## src/mips_pkg.sv

```systemverilog
package mips_pkg;

	// =========================================================================
	// widths and sizes
	// =========================================================================
	localparam int XLEN        = 32;
	localparam int REG_ADDR_W  = 5;
	localparam int DMEM_DEPTH  = 64;
	localparam int DMEM_ADDR_W = 6;

	// =========================================================================
	// instruction encodings
	// =========================================================================
	// primary opcodes
	localparam logic [5:0] OP_RTYPE = 6'h00;
	localparam logic [5:0] OP_ADDI  = 6'h08;
	localparam logic [5:0] OP_LW    = 6'h23;
	localparam logic [5:0] OP_SW    = 6'h2b;
	localparam logic [5:0] OP_BEQ   = 6'h04;

	// funct field for r-type
	localparam logic [5:0] FN_ADD = 6'h20;
	localparam logic [5:0] FN_SUB = 6'h22;
	localparam logic [5:0] FN_AND = 6'h24;
	localparam logic [5:0] FN_OR  = 6'h25;
	localparam logic [5:0] FN_SLT = 6'h2a;

	// alu request from main control
	localparam logic [1:0] ALUOP_ADD   = 2'b00;
	localparam logic [1:0] ALUOP_SUB   = 2'b01;
	localparam logic [1:0] ALUOP_FUNCT = 2'b10;

	// alu operation select
	localparam logic [2:0] ALU_ADD = 3'd0;
	localparam logic [2:0] ALU_SUB = 3'd1;
	localparam logic [2:0] ALU_AND = 3'd2;
	localparam logic [2:0] ALU_OR  = 3'd3;
	localparam logic [2:0] ALU_SLT = 3'd4;

	// one instruction word seen as r-format or i-format
	typedef union packed {
		struct packed {
			logic [5:0]            opcode;
			logic [REG_ADDR_W-1:0] rs;
			logic [REG_ADDR_W-1:0] rt;
			logic [REG_ADDR_W-1:0] rd;
			logic [4:0]            shamt;
			logic [5:0]            funct;
		} r;
		struct packed {
			logic [5:0]            opcode;
			logic [REG_ADDR_W-1:0] rs;
			logic [REG_ADDR_W-1:0] rt;
			logic [15:0]           imm16;
		} i;
	} instr_t;

endpackage
```

## src/main_control.sv

```systemverilog
`timescale 1ns/1ps

module main_control (
	input  logic [5:0] i_opcode,
	output logic       o_regdst,
	output logic       o_alusrc,
	output logic       o_branch,
	output logic       o_memread,
	output logic       o_memwrite,
	output logic       o_memtoreg,
	output logic       o_regwrite,
	output logic [1:0] o_aluop
);

	always_comb begin
		// anything not listed below becomes a bubble
		o_regdst   = 1'b0;
		o_alusrc   = 1'b0;
		o_branch   = 1'b0;
		o_memread  = 1'b0;
		o_memwrite = 1'b0;
		o_memtoreg = 1'b0;
		o_regwrite = 1'b0;
		o_aluop    = mips_pkg::ALUOP_ADD;
		case (i_opcode)
			mips_pkg::OP_RTYPE: begin
				o_regdst   = 1'b1;
				o_regwrite = 1'b1;
				o_aluop    = mips_pkg::ALUOP_FUNCT;
			end
			mips_pkg::OP_ADDI: begin
				o_alusrc   = 1'b1;
				o_regwrite = 1'b1;
			end
			mips_pkg::OP_LW: begin
				o_alusrc   = 1'b1;
				o_memread  = 1'b1;
				o_memtoreg = 1'b1;
				o_regwrite = 1'b1;
			end
			mips_pkg::OP_SW: begin
				o_alusrc   = 1'b1;
				o_memwrite = 1'b1;
			end
			// compare by subtraction in execute
			mips_pkg::OP_BEQ: begin
				o_branch = 1'b1;
				o_aluop  = mips_pkg::ALUOP_SUB;
			end
			default: begin
				o_aluop = mips_pkg::ALUOP_ADD;
			end
		endcase
	end

endmodule

```

## config.mk

```make
export PLATFORM = sky130hd
export DESIGN_NAME = main_control
export DESIGN_NICKNAME = d
export VERILOG_FILES = /design/src/mips_pkg.sv /design/src/main_control.sv
export SDC_FILE = /design/constraint.sdc
export NUM_CORES = 1
export LEC_CHECK = 0
export BUFFER_PORTS_ARGS = -buffer_cell sky130_fd_sc_hd__buf_2
export CAP_MARGIN = 20
export CORE_AREA = 2 2 39 41
export DETAILED_ROUTE_END_ITERATION = 10
export DIE_AREA = 0 0 41 43
export PLACE_DENSITY = 0.39
export SLEW_MARGIN = 10
export SYNTH_ARGS = -nofsm -noshare
export SYNTH_HDL_FRONTEND = slang
export SYNTH_SLANG_ARGS = --single-unit
```

## constraint.sdc

```tcl
create_clock -name vclk -period 2.5
set_clock_uncertainty 0.15 [all_clocks]
set_input_delay 0.25 -clock vclk [all_inputs]
set_output_delay 0.25 -clock vclk [all_outputs]
set_load 0.01 [all_outputs]
```

; ---- Word level (Yosys, flattened, before mapping)
; Cells that the tools add are included.
[classes]
n_eq_ne = 4
muxes = 7
n_reduce_logical = 3
[op_table]
columns = cell, n
row1 = $eq 6x6->1 const B, 2
row2 = $eq 6x3->1 const B, 1
row3 = $eq 6x4->1 const B, 1
row4 = $logic_not 6->1, 1
row5 = $mux 1, 6
row6 = $reduce_or 3->1, 2
row7 = $pmux 2 s2, 1
[totals]
ff_bits = 0

; ---- Logic depth before layout (Yosys ltp)
[logic_depth]
word_depth = 3
mapped_depth = 3
mapped_depth_nobuf = 2

; ---- Least setup slack after synthesis
; Ideal clock, no wire load.
[synth_path]
path_type = input to output
from = input i_opcode[5]
to = output o_aluop[0]
arrival_time_ns = 1.426
required_ns = 2.100
setup_slack_ns = 0.674
stages = 3
cell_sequence = or3_1 -> nor4b_1 -> buf_4
[synth_between]
elab_chain_cells = 2
word_cells_on_any_way = 3
cone_classes = 1 x eq/ne / 1 x mux / 1 x reduce/logical
[synth_lines]
columns = item, line_no
row1 = "start, declared", main_control.sv:4  ; input logic [5:0] i_opcode,
row2 = $eq 6x3->1 or $logic_not 6->1 (tied branches), main_control.sv:25  ; case (i_opcode)
row3 = $pmux 2 s2 (*), main_control.sv:25
row4 = "end, declared", main_control.sv:12  ; output logic [1:0] o_aluop
; Every way passes the cells marked *; elsewhere a longest branch is shown, timed or not.

; ---- Worst setup path in the final report
; Ends and elaborated chain as after synthesis.

==> impl_metrics.prom <==
# TYPE chip_impl_metric gauge
chip_impl_info{name="status",value="finished, final reports clean"} 1
chip_impl_metric{name="design.die.area",unit="um^2"} 1763
chip_impl_metric{name="n_antenna_cell",unit=""} 0
chip_impl_metric{name="grtUsageTotal",unit="%"} 4.096
chip_impl_metric{name="wl_per_cell",unit="um"} 9.571
chip_impl_metric{name="power_frac_clock",unit="%"} 0
chip_impl_metric{name="synth_top_area_share",unit="%"} 18.52
chip_impl_metric{name="pin_count_of_the_biggest_net_entering_global_routing",unit=""} 8
chip_impl_metric{name="route.antenna.remaining_nets",unit=""} 0
chip_impl_metric{name="place.detailed.instances",unit=""} 42
chip_impl_info{name="criticalPathCategory",value="input pin to primary output"} 1
chip_impl_metric{name="core_region_area",unit="um^2"} 1384
chip_impl_metric{name="drt-pass1-iter-count",unit=""} 1
chip_impl_metric{name="synth_warnings",unit=""} 0
chip_impl_metric{name="grt_overflow_total",unit=""} 0
chip_impl_metric{name="holdBufCountCts",unit=""} 0
chip_impl_metric{name="initial_core_util",unit="%"} 7.324
chip_impl_metric{name="finalCriticalPeriod",unit="ns"} 1.728
chip_impl_metric{name="setup_violations",unit=""} 0
chip_impl_metric{name="tns",unit="ns"} 0
chip_impl_metric{name="synthesis.nets",unit=""} 19
chip_impl_metric{name="drt_drc_violations_left",unit=""} 0
chip_impl_info{name="grt_setup_unrepaired",value="no"} 1
chip_impl_metric{name="rows",unit=""} 14
chip_impl_metric{name="grt_antenna_before_repair",unit=""} 0
chip_impl_metric{name="clkbuf_count",unit=""} 0
chip_impl_metric{name="timing_hold_violations_final",unit=""} 0
chip_impl_metric{name="seq_area_frac_synth",unit="%"} 0
chip_impl_metric{name="area_of_the_mapped_netlist",unit="um^2"} 101.3
chip_impl_metric{name="layoutNonFillerInstCount",unit=""} 42
chip_impl_info{name="crit_path_start_kind",value="input pin"} 1
chip_impl_info{name="synth.area.top_cells",value="sky130_fd_sc_hd__nor4_1 (19%), sky130_fd_sc_hd__nor4b_1 (17%), sky130_fd_sc_hd__buf_4 (15%)"} 1
chip_impl_metric{name="place_hpwl",unit="um"} 348.1
chip_impl_metric{name="gp_congestion",unit=""} 0.6285
chip_impl_metric{name="vdd.ir_drop.worst",unit="uV"} 31.68
chip_impl_metric{name="die-height",unit="um"} 43
chip_impl_metric{name="least_margin_pin_slew",unit="ns"} 0.3825
chip_impl_metric{name="first_iter_violations",unit=""} 0
chip_impl_metric{name="syn_inst",unit=""} 13
chip_impl_metric{name="grt_pass1_wl",unit="um"} 538
chip_impl_metric{name="internal_power_contribution",unit="uW"} 7.264
chip_impl_metric{name="max_cap_viol_count",unit=""} 0
chip_impl_metric{name="seq_power_share",unit="%"} 0
chip_impl_metric{name="power_switching_share",unit="%"} 58.44
chip_impl_metric{name="final_layout_size_suffix_gt1_share",unit="%"} 61.54
chip_impl_metric{name="first_global_vias",unit=""} 122
chip_impl_metric{name="cts_repair_resize_count",unit=""} 0
chip_impl_metric{name="chipWidth",unit="um"} 41
chip_impl_metric{name="wp_data_required",unit="ns"} 2.10
chip_impl_metric{name="finalWirelength",unit="um"} 402
chip_impl_metric{name="vias_per_cell",unit=""} 4.071
chip_impl_metric{name="io_pins",unit=""} 15
chip_impl_metric{name="power.share.combinational",unit="%"} 100.0
chip_impl_metric{name="design.final.nets",unit=""} 34
chip_impl_metric{name="filler_cell_count",unit=""} 157
chip_impl_metric{name="cts_setup_buffers",unit=""} 0
chip_impl_metric{name="layout-area-overhead-vs-synth",unit="%"} 79.01
chip_impl_metric{name="layout.area.seq",unit="um^2"} 0
chip_impl_metric{name="final_design_area_no_fill",unit="um^2"} 181.4
chip_impl_metric{name="timing_max_transition_violations_final",unit=""} 0
chip_impl_metric{name="path_max_fanout",unit=""} 4
chip_impl_metric{name="vias",unit=""} 171
chip_impl_metric{name="syn_area_per_cell",unit="um^2"} 7.796
chip_impl_metric{name="clock.fmax",unit="GHz"} 0.5788
chip_impl_metric{name="yosys.cell_types.count",unit=""} 9
chip_impl_metric{name="power_density",unit="nW/um^2"} 96.34
chip_impl_metric{name="critPathArrivalTime",unit="ns"} 1.33
chip_impl_info{name="timing.hold.worst.class",value="input pin to primary output"} 1
chip_impl_metric{name="p_total",unit="uW"} 17.48
chip_impl_info{name="worstSetupEndpointType",value="primary output"} 1
chip_impl_metric{name="input_output_buffers",unit=""} 15
chip_impl_metric{name="period_share",unit="%"} 69.10
chip_impl_info{name="post-synth-top-area-cell",value="sky130_fd_sc_hd__nor4_1"} 1
chip_impl_metric{name="sequential_cell_total",unit=""} 0
chip_impl_metric{name="total_switching_power",unit="uW"} 10.21
chip_impl_metric{name="placed_cell_area",unit="um^2"} 181.4
chip_impl_info{name="most_frequently_used_cell_type_in_the_post_synthesis_netlist",value="sky130_fd_sc_hd__nor4_1"} 1
chip_impl_info{name="commonest_cells_in_the_synthesized_netlist",value="sky130_fd_sc_hd__nor4_1 (3), sky130_fd_sc_hd__buf_4 (2), sky130_fd_sc_hd__nor4b_1 (2)"} 1
chip_impl_metric{name="slew_headroom",unit="%"} 74.27
chip_impl_metric{name="static-leakage-power",unit="nW"} 0.08379
## final cells by class
cell class / count / area, um^2 / area share, %
well taps: 16 / 20.02 / 11.03
multi-input cells: 11 / 86.33 / 47.59
repair buffers: 15 / 75.07 / 41.38
## per-stage QoR
step                worst slack (ns)  utilization [%]  hold WS (ns)
floorplan                     0.6744                -        0.3777
global placement              0.6526            13.11        0.6793
detailed placement            0.7618            13.11        0.6722
CTS                           0.7533            13.11        0.6734
global route                  0.6719            13.11        0.6946
finish                        0.7724            13.11        0.6736
## critical path, cell delays in order
cell and delay [ns]:
sky130_fd_sc_hd__buf_2 0.12, sky130_fd_sc_hd__or3_1 0.42, sky130_fd_sc_hd__nor4b_1 0.33, sky130_fd_sc_hd__buf_2 0.21
## power groups by stage
stage | registers, mW | clock network [mW] | logic, mW
detailed placement | 0 | 0 | 0.0175
floorplan | 0 | 0 | 0.00588
CTS | 0 | 0 | 0.0175
global placement | 0 | 0 | 0.0177
global route | 0 | 0 | 0.0192
finish | 0 | 0 | 0.0175
## layout by cell type (no fill, tap or decap)
| master | synthesis | final |
|---|---|---|
| sky130_fd_sc_hd__buf_2 | 0 | 15 |
| sky130_fd_sc_hd__nor4_1 | 3 | 3 |
| sky130_fd_sc_hd__nor4b_1 | 2 | 2 |
| sky130_fd_sc_hd__or3_1 | 1 | 1 |
| sky130_fd_sc_hd__nand3_1 | 1 | 1 |
| sky130_fd_sc_hd__or4b_1 | 1 | 1 |
| sky130_fd_sc_hd__a211oi_2 | 1 | 1 |
| sky130_fd_sc_hd__nand4b_1 | 1 | 1 |
| sky130_fd_sc_hd__a211oi_1 | 1 | 1 |
## logic make-up after synthesis
logic type | after synthesis | share of synthesized area, %
AO/OA/AOI/OAI | 2 | 19.75
buffers and inverters | 2 | 14.81
AND/OR/NAND/NOR | 9 | 65.44
## routing by layer
| metal | wire, um | share of wire (%) | vias to the layer above | global-route usage [%] |
|---|---|---|---|---|
| li1 | - | - | 86 | - |
| met1 | 232 | 58 | 70 | 7.911 |
| met2 | 111 | 28 | 15 | 5.000 |
| met3 | 58 | 14 | 0 | 0 |
| met4 | 0 | 0 | 0 | 0 |
| met5 | 0 | 0 | - | 0 |
## final timing paths
check / to / cells after the start / from
max: o_aluop[0] / 4 / i_opcode[5]
min: o_regdst / 3 / i_opcode[3]
Note: power is estimated with default switching activity, not from simulation.
