--- src/mips_pkg.sv ---
package mips_pkg;

	// =========================================================================
	// widths and sizes
	// =========================================================================
	localparam int XLEN        = 32;
	localparam int REG_ADDR_W  = 5;
	localparam int DMEM_DEPTH  = 64;
	localparam int DMEM_ADDR_W = 6;

	// =========================================================================
	// instruction encodings
	// =========================================================================
	// primary opcodes
	localparam logic [5:0] OP_RTYPE = 6'h00;
	localparam logic [5:0] OP_ADDI  = 6'h08;
	localparam logic [5:0] OP_LW    = 6'h23;
	localparam logic [5:0] OP_SW    = 6'h2b;
	localparam logic [5:0] OP_BEQ   = 6'h04;

	// funct field for r-type
	localparam logic [5:0] FN_ADD = 6'h20;
	localparam logic [5:0] FN_SUB = 6'h22;
	localparam logic [5:0] FN_AND = 6'h24;
	localparam logic [5:0] FN_OR  = 6'h25;
	localparam logic [5:0] FN_SLT = 6'h2a;

	// alu request from main control
	localparam logic [1:0] ALUOP_ADD   = 2'b00;
	localparam logic [1:0] ALUOP_SUB   = 2'b01;
	localparam logic [1:0] ALUOP_FUNCT = 2'b10;

	// alu operation select
	localparam logic [2:0] ALU_ADD = 3'd0;
	localparam logic [2:0] ALU_SUB = 3'd1;
	localparam logic [2:0] ALU_AND = 3'd2;
	localparam logic [2:0] ALU_OR  = 3'd3;
	localparam logic [2:0] ALU_SLT = 3'd4;

	// one instruction word seen as r-format or i-format
	typedef union packed {
		struct packed {
			logic [5:0]            opcode;
			logic [REG_ADDR_W-1:0] rs;
			logic [REG_ADDR_W-1:0] rt;
			logic [REG_ADDR_W-1:0] rd;
			logic [4:0]            shamt;
			logic [5:0]            funct;
		} r;
		struct packed {
			logic [5:0]            opcode;
			logic [REG_ADDR_W-1:0] rs;
			logic [REG_ADDR_W-1:0] rt;
			logic [15:0]           imm16;
		} i;
	} instr_t;

endpackage
--- src/memory_stage.sv ---
`timescale 1ns/1ps

module memory_stage (
	input  logic                            i_clk,
	input  logic                            i_rst_n,
	input  logic [mips_pkg::XLEN-1:0]       i_mem_alu_result,
	input  logic [mips_pkg::XLEN-1:0]       i_mem_store_data,
	input  logic [mips_pkg::REG_ADDR_W-1:0] i_mem_wr_reg,
	input  logic                            i_mem_memread,
	input  logic                            i_mem_memwrite,
	input  logic                            i_mem_memtoreg,
	input  logic                            i_mem_regwrite,
	output logic [mips_pkg::XLEN-1:0]       o_wb_alu_result,
	output logic [mips_pkg::XLEN-1:0]       o_wb_load_data,
	output logic [mips_pkg::REG_ADDR_W-1:0] o_wb_reg,
	output logic                            o_wb_memtoreg,
	output logic                            o_wb_regwrite
);

	logic [mips_pkg::XLEN-1:0]        ram [mips_pkg::DMEM_DEPTH];
	logic [mips_pkg::DMEM_ADDR_W-1:0] word_addr;
	logic [mips_pkg::XLEN-1:0]        rd_data;

	// byte address to word index
	assign word_addr = i_mem_alu_result[mips_pkg::DMEM_ADDR_W+1:2];
	assign rd_data   = i_mem_memread ? ram[word_addr] : '0;

	always_ff @(posedge i_clk or negedge i_rst_n) begin
		if (!i_rst_n) begin
			for (int i = 0; i < mips_pkg::DMEM_DEPTH; i++) begin
				ram[i] <= '0;
			end
		end else if (i_mem_memwrite) begin
			ram[word_addr] <= i_mem_store_data;
		end
	end

	// memory/writeback register
	always_ff @(posedge i_clk or negedge i_rst_n) begin
		if (!i_rst_n) begin
			o_wb_alu_result <= '0;
			o_wb_load_data  <= '0;
			o_wb_reg        <= '0;
			o_wb_memtoreg   <= 1'b0;
			o_wb_regwrite   <= 1'b0;
		end else begin
			o_wb_alu_result <= i_mem_alu_result;
			o_wb_load_data  <= rd_data;
			o_wb_reg        <= i_mem_wr_reg;
			o_wb_memtoreg   <= i_mem_memtoreg;
			o_wb_regwrite   <= i_mem_regwrite;
		end
	end

endmodule

--- config.mk ---
export PLATFORM = sky130hd
export DESIGN_NAME = memory_stage
export DESIGN_NICKNAME = d
export VERILOG_FILES = /design/src/mips_pkg.sv /design/src/memory_stage.sv
export SDC_FILE = /design/constraint.sdc
export NUM_CORES = 2
export LEC_CHECK = 0
export ABC_AREA = 0
export CELL_PAD_IN_SITES_DETAIL_PLACEMENT = 0
export CELL_PAD_IN_SITES_GLOBAL_PLACEMENT = 1
export CORE_AREA = 2 2 421 423
export DETAILED_ROUTE_END_ITERATION = 16
export DIE_AREA = 0 0 423 425
export DONT_BUFFER_PORTS = 1
export PLACE_DENSITY = 0.91
export SYNTH_ARGS = -nofsm -noshare
export SYNTH_HDL_FRONTEND = slang
export SYNTH_SLANG_ARGS = --single-unit
--- constraint.sdc ---
create_clock -name i_clk -period 2.1 [get_ports i_clk]
set_input_delay 0.63 -clock i_clk [delete_from_list [all_inputs] [get_ports i_clk]]
set_output_delay 0.63 -clock i_clk [all_outputs]
set_load 0.005 [all_outputs]
# Word-level counts from Yosys, hierarchy flattened
# Cells that the tools add are included.
# word_totals
in_bits,75
wordCells,80
register_bits,2119
# classes
n_lt_le_gt_ge,2
reduce_logical,1
muxes,7
n_bitwise,1
# ops
cell,count
$bwmux W2048,1
$bmux W32 S6,1
$demux W32 S6,1
$mux W32,4
$ge A7 B7 Y1 const B,1
$lt A7 B1 Y1 const B,1
$not A6 Y7,1
$logic_and A1 B1 Y1,1

# Depth between registers and ports, before layout
# logic_depth
word_depth,6
ltp_mapped,10

# Worst setup path before layout
# No wires, ideal clock.
# synth_path
kind,input to register
startpoint,input port i_mem_alu_result[2] (netlist name)
endpoint,register o_wb_load_data[11] (netlist name)
cell_stages,9
n_path_buf,4
setup_ns,0.129
arrival_ns,2.267
required_time_ns,1.971
slack_ns,-0.296
path_cell_list,buf_4 buf_6 buf_2 buf_4 mux2i_1 o22ai_1 a311oi_1 o22ai_1 o41a_1
# synth_via
elab_chain_cells,5
# synth_rtl
element,line,text
"start, declared",memory_stage.sv:6,"input logic [mips_pkg::XLEN-1:0] i_mem_alu_result,"
$not A6 Y7 (implied by the code),memory_stage.sv:26,assign rd_data = i_mem_memread ? ram[word_addr] : '0;
$bmux W32 S6,memory_stage.sv:26,
$mux W32 (implied by the code) (2 in series),memory_stage.sv:26,
$mux W32,memory_stage.sv:26,
"net rd_data, one bit",memory_stage.sv:22,logic [mips_pkg::XLEN-1:0] rd_data;
"end signal, assigned",memory_stage.sv:48,o_wb_load_data <= rd_data;
"end, declared",memory_stage.sv:14,"output logic [mips_pkg::XLEN-1:0] o_wb_load_data,"
# The timed path passes the listed nets, and every way through them passes these cells. The select of a mux whose other input is x is not followed.
# A chain may end at the register's enable or synchronous reset.

# Worst setup path after layout
# layout_path
startpoint,input port i_mem_alu_result[2] (netlist name)
endpoint,register o_wb_load_data[6] (netlist name)
# Same word-level chain as after synthesis.

==> metrics.md <==
| Metric | Value |
|---|---|
| Status | finished, violations left |
| Failing checks | hold timing, setup timing |
| YS warnings | 0 |
| Via density | 6.90 |
| Most used DFF post-synth | dfrtp_1 |
| Initial antenna violation count | 4 |
| CP Depth | 8 |
| Distinct cells, synth | 52 |
| CP Data Arrival Time | 3290 ps |
| Reg-to-reg startpoint | ram[533]$_DFFE_PN0P_ |
| Syn-to-layout area delta | 18.9% |
| Die W | 423 um |
| Post-synth EDFFs | 0 |
| Crit-path cells | and2_4, buf_12, buf_4, a221oi_1, nor3_1, a21oi_1, nand3_1, o31a_1 |
| FP Rows | 154 |
| Max cap viols | 0 |
| TritonCTS sink count | 2119 |
| CP Capture Point | o_wb_load_data[6]$_DFF_PN0_ |
| R2r setup slk | -10 ps |
| FF+latch count, synth | 2119 |
| Starting Density | 0.537 |
| Share of cells above drive strength 1 | 0.456 |
| Avg WL per Cell | 32.3 um |
| Synthesized instance count | 6979 |
| Gr ovfl total | 0 |
| Pin count of the biggest net entering global routing | 359 |
| Critical Path RT | 2830 ps |
| GRT Overall Usage | 0.335 |
| Vias | 66600 |
| Die height | 425 um |
| Drt pass-1 iters | 6 |
| RSZ-0062 raised after global routing | yes |
| Routability cong. | 0.874 |
| Buffers added on ports | 0 |
| Avg Cell Area, Syn | 13.5 um2 |
| Delay-heaviest family, CP | simple AND/OR/NAND/NOR gates |
| Final worst slack | -460 ps |
| Critical path's slowest cell | and2_4 |
| PD cells | 906 mW/mm2 |
| Die ar. | 0.180 mm2 |
| Worst Path Buf+Inv | 2 |
| Total routed wirelength | 312000 um |
| Final design utilization | 0.639 |
| Max incr delay on CP | 700 ps |
| Largest area contributor in the netlist | dfrtp_1 |
| Final period util | 1.22 |
| Synth top area cells | dfrtp_1 (56%), mux2_2 (25%), a221oi_1 (3.6%), mux2i_1 (2.7%), a22oi_1 (1.9%) |
| Worst Setup End Kind | register |
| Asr flop ratio synth | 1.00 |
| Largest registers | ram x2048, o_wb_alu_result x32, o_wb_load_data x32 |
| Synth cell count leaders | dfrtp_1 (2119), mux2_2 (2054), a221oi_1 (387) |
| Relative slew slack | 0.0412 |
| Antenna-violating nets left | 0 |
| Hold Crit Class | in2async |
| Setup TNS | -255520 ps |
| Worst r2r dst | o_wb_load_data[21]$_DFF_PN0_ |
| I/O Pins | 146 |
| Final cell count without fillers | 9653 |
| Final count of hold timing violations | 276 |
| Mapped Nets | 7054 |
| Crit. Startpoint | i_mem_alu_result[2] |
| Nets | 7216 |
| Post-Syn Area | 0.0942 mm2 |
| Max Fclk | 391 MHz |
| Top-count cell post-synth | dfrtp_1 |
| Core Region | 0.175 mm2 |
| Max Clock Skew | 54.4 ps |
| Worst-path clk slew | 60 ps |
| # fillers | 12100 |
| HPWL after DPL | 181000 um |
| Root Buffer | clkbuf_16 |
| Lkg Pwr | 52.2 nW |
| Slew Limit Fails | 0 |
| Worst r2r path cells | 6 |
| Vias in the first global route | 68300 |
| Global-route wire length before repair | 450000 um |
| Clock buffer count from CTS | 212 |
| DRC | 0 |
| Crit path launch type | input port |
| Skew-Pair Late Insertion Delay | 900 ps |
| 1st-iter DRT viols | 8719 |
| H-tree Lvls | 4 |
| Register name with the most flops | ram |
| TritonCTS clock tree | built |
| Hold WS | -519 ps |
| Min cycle time layout | 2560 ps |
| Placed Cells | 9137 |
| Max FFs per register | 2048 |
| Maximum vdd drop | 0.000947 V |
| CP max FO | 359 |
| CTS max path bufs | 3 |
| Post-synth top area share | 0.563 |
| Crit Path Category | in2reg |
| # setup viols final | 1867 |
| Sequential share of the synthesized area | 0.563 |
| Worst slew pin tran | 1440 ps |
==> cells in the final DEF (no fill, tap or decap), types with 34 or more instances in the layout <==
master,n
o21ai_1,55
a22oi_1,235
mux2_2,2003
clkinv_2,37
mux2_4,52
nand3_1,112
buf_16,46
dlygate4sd3_1,40
clkbuf_8,60
buf_12,207
nor2_1,182
nor2_4,36
a221o_1,34
a21oi_1,115
clkbuf_16,229
a221oi_2,101
o21ai_0,139
mux2i_1,251
a221oi_1,284
nand2_1,92
o22ai_1,51
nand2_2,35
dfrtp_1,2119
buf_4,374
==> cell families after synthesis <==
kind of cell / after synthesis / synth area share
buf+inv: 762 / 0.0354
mux: 2358 / 0.282
simple gates: 549 / 0.0259
flops: 2119 / 0.563
compound gates: 1191 / 0.0933
==> where the power goes <==
group	total [mW]	switching, mW	internal (mW)
registers	49.3	3.12	46.2
clock network	39.7	16.6	23.1
logic	12.4	5.78	6.64
total	101	25.5	76.0
==> stage by stage <==
stage	instance area (um2)	setup WS (ps)	total power, mW
finish	112000	-460	101
global route	112000	-202	105
CTS	111000	-41.4	101
detailed placement	102000	-2520	60.6
global placement	102000	-2430	59.6
floorplan	95300	-151	57.0
==> worst reg2reg max path, cell delays in order, from the launching register on <==
cell	delay [ps]
dfrtp_1	380
mux2_1	310
a221o_1	310
a222oi_1	350
o22ai_1	140
buf_4	190
o41a_1	310
==> worst min-delay path by stage <==
stage / slack (ps) / cells after the start / to / from
floorplan: 330 / 0 / o_wb_alu_result[0]$_DFF_PN0_ / i_rst_n
global placement: 340 / 0 / o_wb_load_data[11]$_DFF_PN0_ / i_rst_n
detailed placement: 350 / 0 / o_wb_load_data[11]$_DFF_PN0_ / i_rst_n
CTS: -560 / 0 / o_wb_load_data[10]$_DFF_PN0_ / i_rst_n
global route: -550 / 0 / o_wb_alu_result[10]$_DFF_PN0_ / i_rst_n
finish: -520 / 0 / o_wb_load_data[6]$_DFF_PN0_ / i_rst_n
==> routing by layer <==
metal	global-route usage	part of all wire	vias up
met3	0.0797	0.11	1081
met4	0.203	0.069	6
met5	0	0.00013	-
li1	-	-	26300
met2	0.510	0.45	4229
met1	0.437	0.37	35000
==> cell type report <==
| cell class | instances | area, um2 | area share |
|---|---|---|---|
| Multi-Input combinational cell | 4101 | 39300 | 0.351 |
| Inverter | 4 | 25.0 | 0.000223 |
| Clock buffer | 306 | 6300 | 0.0563 |
| Sequential cell | 2119 | 53000 | 0.473 |
| Antenna cell | 2 | 5.00 | 0.0000447 |
| Tap cell | 2340 | 2930 | 0.0261 |
| Timing Repair Buffer | 703 | 9370 | 0.0837 |
| Clock inverter | 78 | 1050 | 0.00934 |
==> repair_timing <==
item	4_1_cts	5_1_grt
gates cloned	9	19
hold buffers	74	1
setup endpoints to repair	1103	993
setup buffers	4	24
resized for setup	12	170
hold endpoints to repair	2401	200
pin swaps	3	32
(Power assumes the default switching activity.)
