[src/mips_pkg.sv]
package mips_pkg;

	// =========================================================================
	// widths and sizes
	// =========================================================================
	localparam int XLEN        = 32;
	localparam int REG_ADDR_W  = 5;
	localparam int DMEM_DEPTH  = 64;
	localparam int DMEM_ADDR_W = 6;

	// =========================================================================
	// instruction encodings
	// =========================================================================
	// primary opcodes
	localparam logic [5:0] OP_RTYPE = 6'h00;
	localparam logic [5:0] OP_ADDI  = 6'h08;
	localparam logic [5:0] OP_LW    = 6'h23;
	localparam logic [5:0] OP_SW    = 6'h2b;
	localparam logic [5:0] OP_BEQ   = 6'h04;

	// funct field for r-type
	localparam logic [5:0] FN_ADD = 6'h20;
	localparam logic [5:0] FN_SUB = 6'h22;
	localparam logic [5:0] FN_AND = 6'h24;
	localparam logic [5:0] FN_OR  = 6'h25;
	localparam logic [5:0] FN_SLT = 6'h2a;

	// alu request from main control
	localparam logic [1:0] ALUOP_ADD   = 2'b00;
	localparam logic [1:0] ALUOP_SUB   = 2'b01;
	localparam logic [1:0] ALUOP_FUNCT = 2'b10;

	// alu operation select
	localparam logic [2:0] ALU_ADD = 3'd0;
	localparam logic [2:0] ALU_SUB = 3'd1;
	localparam logic [2:0] ALU_AND = 3'd2;
	localparam logic [2:0] ALU_OR  = 3'd3;
	localparam logic [2:0] ALU_SLT = 3'd4;

	// one instruction word seen as r-format or i-format
	typedef union packed {
		struct packed {
			logic [5:0]            opcode;
			logic [REG_ADDR_W-1:0] rs;
			logic [REG_ADDR_W-1:0] rt;
			logic [REG_ADDR_W-1:0] rd;
			logic [4:0]            shamt;
			logic [5:0]            funct;
		} r;
		struct packed {
			logic [5:0]            opcode;
			logic [REG_ADDR_W-1:0] rs;
			logic [REG_ADDR_W-1:0] rt;
			logic [15:0]           imm16;
		} i;
	} instr_t;

endpackage
[src/decode_stage.sv]
`timescale 1ns/1ps

module decode_stage (
	input  logic                            i_clk,
	input  logic                            i_rst_n,
	input  mips_pkg::instr_t                i_instr,
	input  logic [mips_pkg::XLEN-1:0]       i_next_pc,
	// from main control
	input  logic                            i_regdst,
	input  logic                            i_alusrc,
	input  logic                            i_branch,
	input  logic                            i_memread,
	input  logic                            i_memwrite,
	input  logic                            i_memtoreg,
	input  logic                            i_regwrite,
	input  logic [1:0]                      i_aluop,
	// writeback port
	input  logic                            i_wb_en,
	input  logic [mips_pkg::REG_ADDR_W-1:0] i_wb_reg,
	input  logic [mips_pkg::XLEN-1:0]       i_wb_data,
	output logic [5:0]                      o_opcode,
	// decode/execute boundary
	output logic                            o_ex_regdst,
	output logic                            o_ex_alusrc,
	output logic                            o_ex_branch,
	output logic                            o_ex_memread,
	output logic                            o_ex_memwrite,
	output logic                            o_ex_memtoreg,
	output logic                            o_ex_regwrite,
	output logic [1:0]                      o_ex_aluop,
	output logic [mips_pkg::XLEN-1:0]       o_ex_next_pc,
	output logic [mips_pkg::XLEN-1:0]       o_ex_rs_data,
	output logic [mips_pkg::XLEN-1:0]       o_ex_rt_data,
	output logic [mips_pkg::XLEN-1:0]       o_ex_sign_ext,
	output logic [mips_pkg::REG_ADDR_W-1:0] o_ex_rt,
	output logic [mips_pkg::REG_ADDR_W-1:0] o_ex_rd,
	output logic [5:0]                      o_ex_funct
);

	logic [mips_pkg::XLEN-1:0] rs_data;
	logic [mips_pkg::XLEN-1:0] rt_data;
	logic [mips_pkg::XLEN-1:0] sign_ext;

	assign o_opcode = i_instr.r.opcode;
	assign sign_ext = {{(mips_pkg::XLEN-16){i_instr.i.imm16[15]}}, i_instr.i.imm16};

	register_bank u_register_bank (
		.i_clk     (i_clk),
		.i_rst_n   (i_rst_n),
		.i_rs_addr (i_instr.r.rs),
		.i_rt_addr (i_instr.r.rt),
		.i_wr_en   (i_wb_en),
		.i_wr_addr (i_wb_reg),
		.i_wr_data (i_wb_data),
		.o_rs_data (rs_data),
		.o_rt_data (rt_data)
	);

	// =========================================================================
	// decode/execute register
	// =========================================================================
	always_ff @(posedge i_clk or negedge i_rst_n) begin
		if (!i_rst_n) begin
			o_ex_regdst   <= 1'b0;
			o_ex_alusrc   <= 1'b0;
			o_ex_branch   <= 1'b0;
			o_ex_memread  <= 1'b0;
			o_ex_memwrite <= 1'b0;
			o_ex_memtoreg <= 1'b0;
			o_ex_regwrite <= 1'b0;
			o_ex_aluop    <= '0;
			o_ex_next_pc  <= '0;
			o_ex_rs_data  <= '0;
			o_ex_rt_data  <= '0;
			o_ex_sign_ext <= '0;
			o_ex_rt       <= '0;
			o_ex_rd       <= '0;
			o_ex_funct    <= '0;
		end else begin
			o_ex_regdst   <= i_regdst;
			o_ex_alusrc   <= i_alusrc;
			o_ex_branch   <= i_branch;
			o_ex_memread  <= i_memread;
			o_ex_memwrite <= i_memwrite;
			o_ex_memtoreg <= i_memtoreg;
			o_ex_regwrite <= i_regwrite;
			o_ex_aluop    <= i_aluop;
			o_ex_next_pc  <= i_next_pc;
			o_ex_rs_data  <= rs_data;
			o_ex_rt_data  <= rt_data;
			o_ex_sign_ext <= sign_ext;
			o_ex_rt       <= i_instr.r.rt;
			o_ex_rd       <= i_instr.r.rd;
			o_ex_funct    <= i_instr.r.funct;
		end
	end

endmodule

[src/register_bank.sv]
`timescale 1ns/1ps

module register_bank (
	input  logic                            i_clk,
	input  logic                            i_rst_n,
	input  logic [mips_pkg::REG_ADDR_W-1:0] i_rs_addr,
	input  logic [mips_pkg::REG_ADDR_W-1:0] i_rt_addr,
	input  logic                            i_wr_en,
	input  logic [mips_pkg::REG_ADDR_W-1:0] i_wr_addr,
	input  logic [mips_pkg::XLEN-1:0]       i_wr_data,
	output logic [mips_pkg::XLEN-1:0]       o_rs_data,
	output logic [mips_pkg::XLEN-1:0]       o_rt_data
);

	logic [mips_pkg::XLEN-1:0] regs [2**mips_pkg::REG_ADDR_W];
	logic                      wr_live;

	// register 0 is never a real write target
	assign wr_live = i_wr_en && (i_wr_addr != '0);

	always_ff @(posedge i_clk or negedge i_rst_n) begin
		if (!i_rst_n) begin
			for (int i = 0; i < 2**mips_pkg::REG_ADDR_W; i++) begin
				regs[i] <= '0;
			end
		end else if (wr_live) begin
			regs[i_wr_addr] <= i_wr_data;
		end
	end

	// write-through so writeback in this cycle is seen by decode
	always_comb begin
		if (i_rs_addr == '0) begin
			o_rs_data = '0;
		end else if (wr_live && (i_wr_addr == i_rs_addr)) begin
			o_rs_data = i_wr_data;
		end else begin
			o_rs_data = regs[i_rs_addr];
		end
		if (i_rt_addr == '0) begin
			o_rt_data = '0;
		end else if (wr_live && (i_wr_addr == i_rt_addr)) begin
			o_rt_data = i_wr_data;
		end else begin
			o_rt_data = regs[i_rt_addr];
		end
	end

endmodule

[config.mk]
export PLATFORM = sky130hd
export DESIGN_NAME = decode_stage
export DESIGN_NICKNAME = d
export VERILOG_FILES = /design/src/mips_pkg.sv /design/src/decode_stage.sv /design/src/register_bank.sv
export SDC_FILE = /design/constraint.sdc
export NUM_CORES = 2
export LEC_CHECK = 0
export ABC_AREA = 1
export BUFFER_PORTS_ARGS = -buffer_cell sky130_fd_sc_hd__buf_2
export CAP_MARGIN = 20
export CORE_ASPECT_RATIO = 0.9
export CORE_UTILIZATION = 30
export CTS_CLUSTER_DIAMETER = 100
export DETAILED_ROUTE_END_ITERATION = 6
export REMOVE_ABC_BUFFERS = 1
export SYNTH_ARGS = -nofsm -noshare
export SYNTH_HDL_FRONTEND = slang
export SYNTH_SLANG_ARGS = --single-unit
[constraint.sdc]
create_clock -name i_clk -period 2.7 [get_ports i_clk]
set_input_delay 0 -clock i_clk [delete_from_list [all_inputs] [get_ports i_clk]]
set_output_delay 0 -clock i_clk [all_outputs]
set_load 0.01 [all_outputs]
# Yosys cells after proc, flatten, opt, wreduce, memory -nomap -nowiden

Cells that the tools add are included.

Reduce and logical (&&, ||, !) cells: 7
Magnitude comparators: 4
Bitwise logic cells: 3
Equality and inequality tests: 2
Multiplexer cells: 13

Operators by type and width:

| cell                 | count |
|---|---|
| $bwmux W1024         | 1 |
| $bmux W32 S5         | 2 |
| $mux W32             | 9 |
| $demux W32 S5        | 1 |
| $ge A6 B6 Y1 const B | 3 |
| $not A5 Y6           | 3 |
| $eq A5 B5 Y1         | 2 |
| $logic_not A5 Y1     | 2 |
| $lt A6 B1 Y1 const B | 1 |
| $reduce_bool A5 Y1   | 1 |
| $logic_and A1 B1 Y1  | 4 |

Output and inout bits: 159
Flip-flop bits (word level): 1161
Input port bits: 113
Word-level logic and storage cells: 76

# Depth between registers and ports, before layout

Word-level depth: 6
Gate-level depth with buffers: 13
Gate-level depth less buffers: 10

# Hierarchy

A second synthesis with hierarchy kept.

Cells, all modules: 9122
Area total of the unflattened synthesis: 63398.3 sq um

By module, submodules not included:

| module        | instances | cells each | sequential area each (sq um) | area each (sq um) |
|---|---|---|---|---|
| register_bank | 1         | 8963       | 25624.6                      | 59997.5 |
| decode_stage  | 1         | 159        | 3153.0                       | 3400.8 |

# Worst setup path after synthesis

OpenSTA, ideal clock, no wires.

Path type: input to register
Start: input i_wb_reg[2] (netlist bit)
End: register o_ex_rt_data[11] (netlist bit)
Path slack: 1.406 ns
Cell stages on the path: 10
Library setup time: 0.113 ns
Data arrival time: 1.182 ns
Path buffers: 2
Path through: buf_2 -> inv_2 -> nand2_1 -> a21oi_1 -> clkbuf_1 -> nand3_1 -> nand2_1 -> inv_1 -> nand2_1 -> inv_1

Longest elaborated chain between the ends: 5
Elaborated cells on any way between the ends: 6

Ends and longest elaborated chain:

| element                    | line                | text |
|---|---|---|
| start: declaration         | decode_stage.sv:19  | `input logic [mips_pkg::REG_ADDR_W-1:0] i_wb_reg,` |
| $reduce_bool A5 Y1         | register_bank.sv:19 | `assign wr_live = i_wr_en && (i_wr_addr != '0);` |
| $logic_and A1 B1 Y1        | register_bank.sv:19 |  |
| $logic_and A1 B1 Y1 (*)    | register_bank.sv:42 | `end else if (wr_live && (i_wr_addr == i_rt_addr)) begin` |
| $mux W32 (*)               | register_bank.sv:42 |  |
| $mux W32 (*)               | register_bank.sv:40 | `if (i_rt_addr == '0) begin` |
| named net rt_data, one bit | decode_stage.sv:41  | `logic [mips_pkg::XLEN-1:0] rt_data;` |
| end signal: assignment     | decode_stage.sv:90  | `o_ex_rt_data <= rt_data;` |
| end: declaration           | decode_stage.sv:33  | `output logic [mips_pkg::XLEN-1:0] o_ex_rt_data,` |

Mark *: on every way through the listed nets, which the timed path passes. The rest lies on a longest branch.
A chain may end at the register's enable or synchronous reset.

# Final worst setup path

Start: input i_wb_reg[3] (netlist bit)
End: register u_register_bank.regs[103] (netlist bit)

Longest elaborated chain between the ends: 6
Elaborated cells on any way between the ends: 9

Ends and longest elaborated chain:

| element                                                            | line                | text |
|---|---|---|
| $not A5 Y6 (not written as such)                                   | register_bank.sv:27 | `regs[i_wr_addr] <= i_wr_data;` |
| $ge A6 B6 Y1 (not written as such) or $lt A6 B1 Y1 (tied branches) | register_bank.sv:27 |  |
| $logic_and A1 B1 Y1 (not written as such)                          | register_bank.sv:27 |  |
| $mux W32 (not written as such)                                     | register_bank.sv:27 |  |
| $demux W32 S5                                                      | register_bank.sv:27 |  |
| $bwmux W1024                                                       | register_bank.sv:27 |  |
| end signal: indexed assignment                                     | register_bank.sv:27 |  |
| end: declaration                                                   | register_bank.sv:15 | `logic [mips_pkg::XLEN-1:0] regs [2**mips_pkg::REG_ADDR_W];` |

Parallel ways exist; a longest one is shown, timed or not.

==> qor.csv <==
metric,value,unit
worstMarginPinSlew,1040,ps
critPathMaxStageDelay,590,ps
finalSetupViolations,0,
max_freq,501,MHz
htreeDepth,4,
holdPathEnd,o_opcode[0],
clock-skew-final,36.0,ps
drive_gt1_share,9.16,%
grt.total_usage,24.3,%
max-cap-violations,0,
endpoint_kind,flip-flop,
antenna_found_initial,7,
die_w,487,um
grt_pass1_vias,60800,
min_delay_path_depth,0,
drc,0,
r2r-end,o_ex_rs_data[1]$_DFF_PN0_,
clk_latency,800,ps
ff2ff_setup_slack,1110,ps
final_antenna_net_count,0,
wl_per_cell,21.8,um
final.setup.tns,0,ps
die_area,213000,um2
finalHoldViolCount,0,
post-route-period-util,73.9,%
cts_buffers,139,
relSlewSlack,30.6,%
worst_setup_path_start_kind,input port,
yosys_register_bits,1150,
cts_setup_buffers,0,
avgSynthCellArea,6.97,um2
critPathRequiredTime,3320,ps
drtPass1Iterations,7,
clock_path_buffers,3,
min_from,i_instr[26],
slowest_stage,dlygate4sd3_1,
port-buffer-count,259,
drv_slew,0,
synth_ff_type,dfrtp_1,
power_density,707,nW/um2
routed_wl,264,mm
grt_max_degree,143,
async_reset_ff_share,100,%
cts_root_buf,clkbuf_16,
clkSlewWorstSetupHoldPaths,50,ps
grt_overflow,0,
crit_type,input port to flip-flop,
path_cells,dlygate4sd3_1 -> buf_2 -> nor3_4 -> nand2_1 -> nand3_1 -> inv_2 -> nand2_4 -> buf_4 -> o21ai_0,
grt_pass1_wl,394,mm
yosysWarningCount,0,
dpl.hpwl,154,mm
dieHeight,438,um
cts.sinks,1150,
ys_seq_area_share,45.3,%
fp-row-count,159,
core_area,209000,um2
synth_area,63500,um2
outcome,"finished, final reports clean",
gp_congestion,0.883,
io_pins,272,
hold_slack,0.0744,ps
vias,64800,
cts_tree,yes,
start_util,30.3,%
syn_inst,9105,
rsz0062_at_grt,false,
ir_worst_vdd,541,uV
vias_per_cell,5.36,
syn2layout_area_growth,17.5,%
cp_data_arrival_time,2620,ps
synth_cell_types,26,
synth-edff-count,0,
layout.nets,9270,
fill_cells,21800,
p_leak,36.9,nW
cts_resized,0,
finalCriticalPeriod,2000,ps
cp_max_fo,25,
worst_r2r_startpoint,u_register_bank.regs[97]$_DFFE_PN0P_,
drt_iter0_markers,8607,
rr_worst_depth,8,
hold_class,input port to primary output,
through the flow:
stage          util [%]  std cells  cell area, um2  power [mW]  worst slack [ps]
2_1_floorplan         -       8329           60100        28.6             -2260
3_3_place_gp       32.6      11700           68200        32.5               524
3_5_place_dp       32.6      11700           68200        32.9               604
4_1_cts            35.6      12100           74600        52.9               871
5_1_grt            35.6      12100           74600        55.5               705
6_report           35.6      12100           74600        52.7               705
worst max-delay path, delay by kind of cell:
kind	cells	cell delay, ps
AOI/OAI and AO/OA	1	150
buffers and inverters	4	1330
and+or+nand+nor	4	1090
metal layers:
metal  part of all wire, %  vias up  GRT usage, %
met5                0.0087        -             0
li1                      -    29100             -
met2                    43     4010          36.7
met3                    11      709          5.43
met4                   4.6        4          10.2
met1                    41    31000          33.4
synthesized netlist by cell type, types with 35 or more instances:
master	count	share of area, %
dfrtp_1	1150	45
nand2_1	3006	18
inv_1	922	5.5
buf_4	37	0.44
o211ai_1	161	1.9
nand3_1	1655	13
buf_1	61	0.36
nor2_1	181	1.1
buf_2	239	1.9
o21ai_0	1002	7.9
or2_2	35	0.34
a21oi_1	83	0.65
clkbuf_1	435	2.6
registers in the layout (all words and copies together), names as in the netlist:
| signal | count |
|---|---|
| o_ex_branch | 1 |
| o_ex_memwrite | 1 |
| o_ex_memread | 1 |
| o_ex_rt_data | 32 |
| o_ex_sign_ext | 15 |
| o_ex_rt | 5 |
| o_ex_aluop | 2 |
| o_ex_rd | 1 |
| o_ex_regdst | 1 |
| u_register_bank.regs | 1024 |
| o_ex_next_pc | 32 |
| o_ex_memtoreg | 1 |
| o_ex_alusrc | 1 |
| o_ex_rs_data | 32 |
| o_ex_regwrite | 1 |
where the power goes:
part	internal, mW	switching (mW)
registers	20.3	1.73
logic	3.79	7.21
clock network	11.7	7.97
total	35.8	16.9
area by class of cell:
class | count | area [um2] | area share (%)
Timing Repair Buffer | 687 | 6010 | 8.06
Sequential cell | 1150 | 28800 | 38.6
Clock inverter | 46 | 616 | 0.825
Inverter | 968 | 3670 | 4.92
Tap cell | 2817 | 3520 | 4.72
Clock buffer | 204 | 4120 | 5.52
Multi-Input combinational cell | 6211 | 27900 | 37.4
Antenna cell | 5 | 12.5 | 0.0168
kinds of logic (layout without fill, tap and decap cells):
| logic type | after synthesis | in the layout | share of synthesized area, % |
|---|---|---|---|
| AND/OR/NAND/NOR | 4927 | 4927 | 32.9 |
| other | 0 | 5 | 0 |
| AO/OA/AOI/OAI | 1280 | 1280 | 10.7 |
| XOR/XNOR | 4 | 4 | 0.0552 |
| buffers and inverters | 1744 | 1905 | 11.0 |
| flip-flops | 1150 | 1150 | 45.3 |
worst max-delay path by stage:
| stage | start | to |
|---|---|---|
| 6_report | i_wb_reg[3] | u_register_bank.regs[103]$_DFFE_PN0P_ |
| 5_1_grt | i_instr[22] | o_ex_rs_data[16]$_DFF_PN0_ |
| 4_1_cts | i_wb_reg[3] | o_ex_rt_data[1]$_DFF_PN0_ |
| 3_5_place_dp | i_instr[21] | o_ex_rs_data[1]$_DFF_PN0_ |
| 3_3_place_gp | i_instr[22] | o_ex_rs_data[1]$_DFF_PN0_ |
| 2_1_floorplan | i_instr[16] | o_ex_rt_data[11]$_DFF_PN0_ |
cells in the final DEF, fill, tap and decap left out, drive strengths merged:
cell type | synthesis | layout
clkinv | 32 | 53
dfrtp | 1150 | 1150
clkbuf | 439 | 205
bufinv | 0 | 12
diode | 0 | 5
nand3 | 1655 | 1655
xor2 | 4 | 4
o211ai | 161 | 161
nor2 | 186 | 186
nor3 | 13 | 13
buf | 337 | 523
a21oi | 83 | 83
dlygate4sd3 | 0 | 163
inv | 936 | 943
nor4 | 1 | 1
o21ai | 1036 | 1036
clkinvlp | 0 | 6
or2 | 35 | 35
nand2 | 3034 | 3034
nand4 | 3 | 3
timing repair:
| action | CTS | global route |
|---|---|---|
| hold buffers | 164 | 0 |
| hold endpoints to repair | 2039 | 0 |
| setup endpoints to repair | 0 | 0 |
Power figures use the tool's default switching activity.
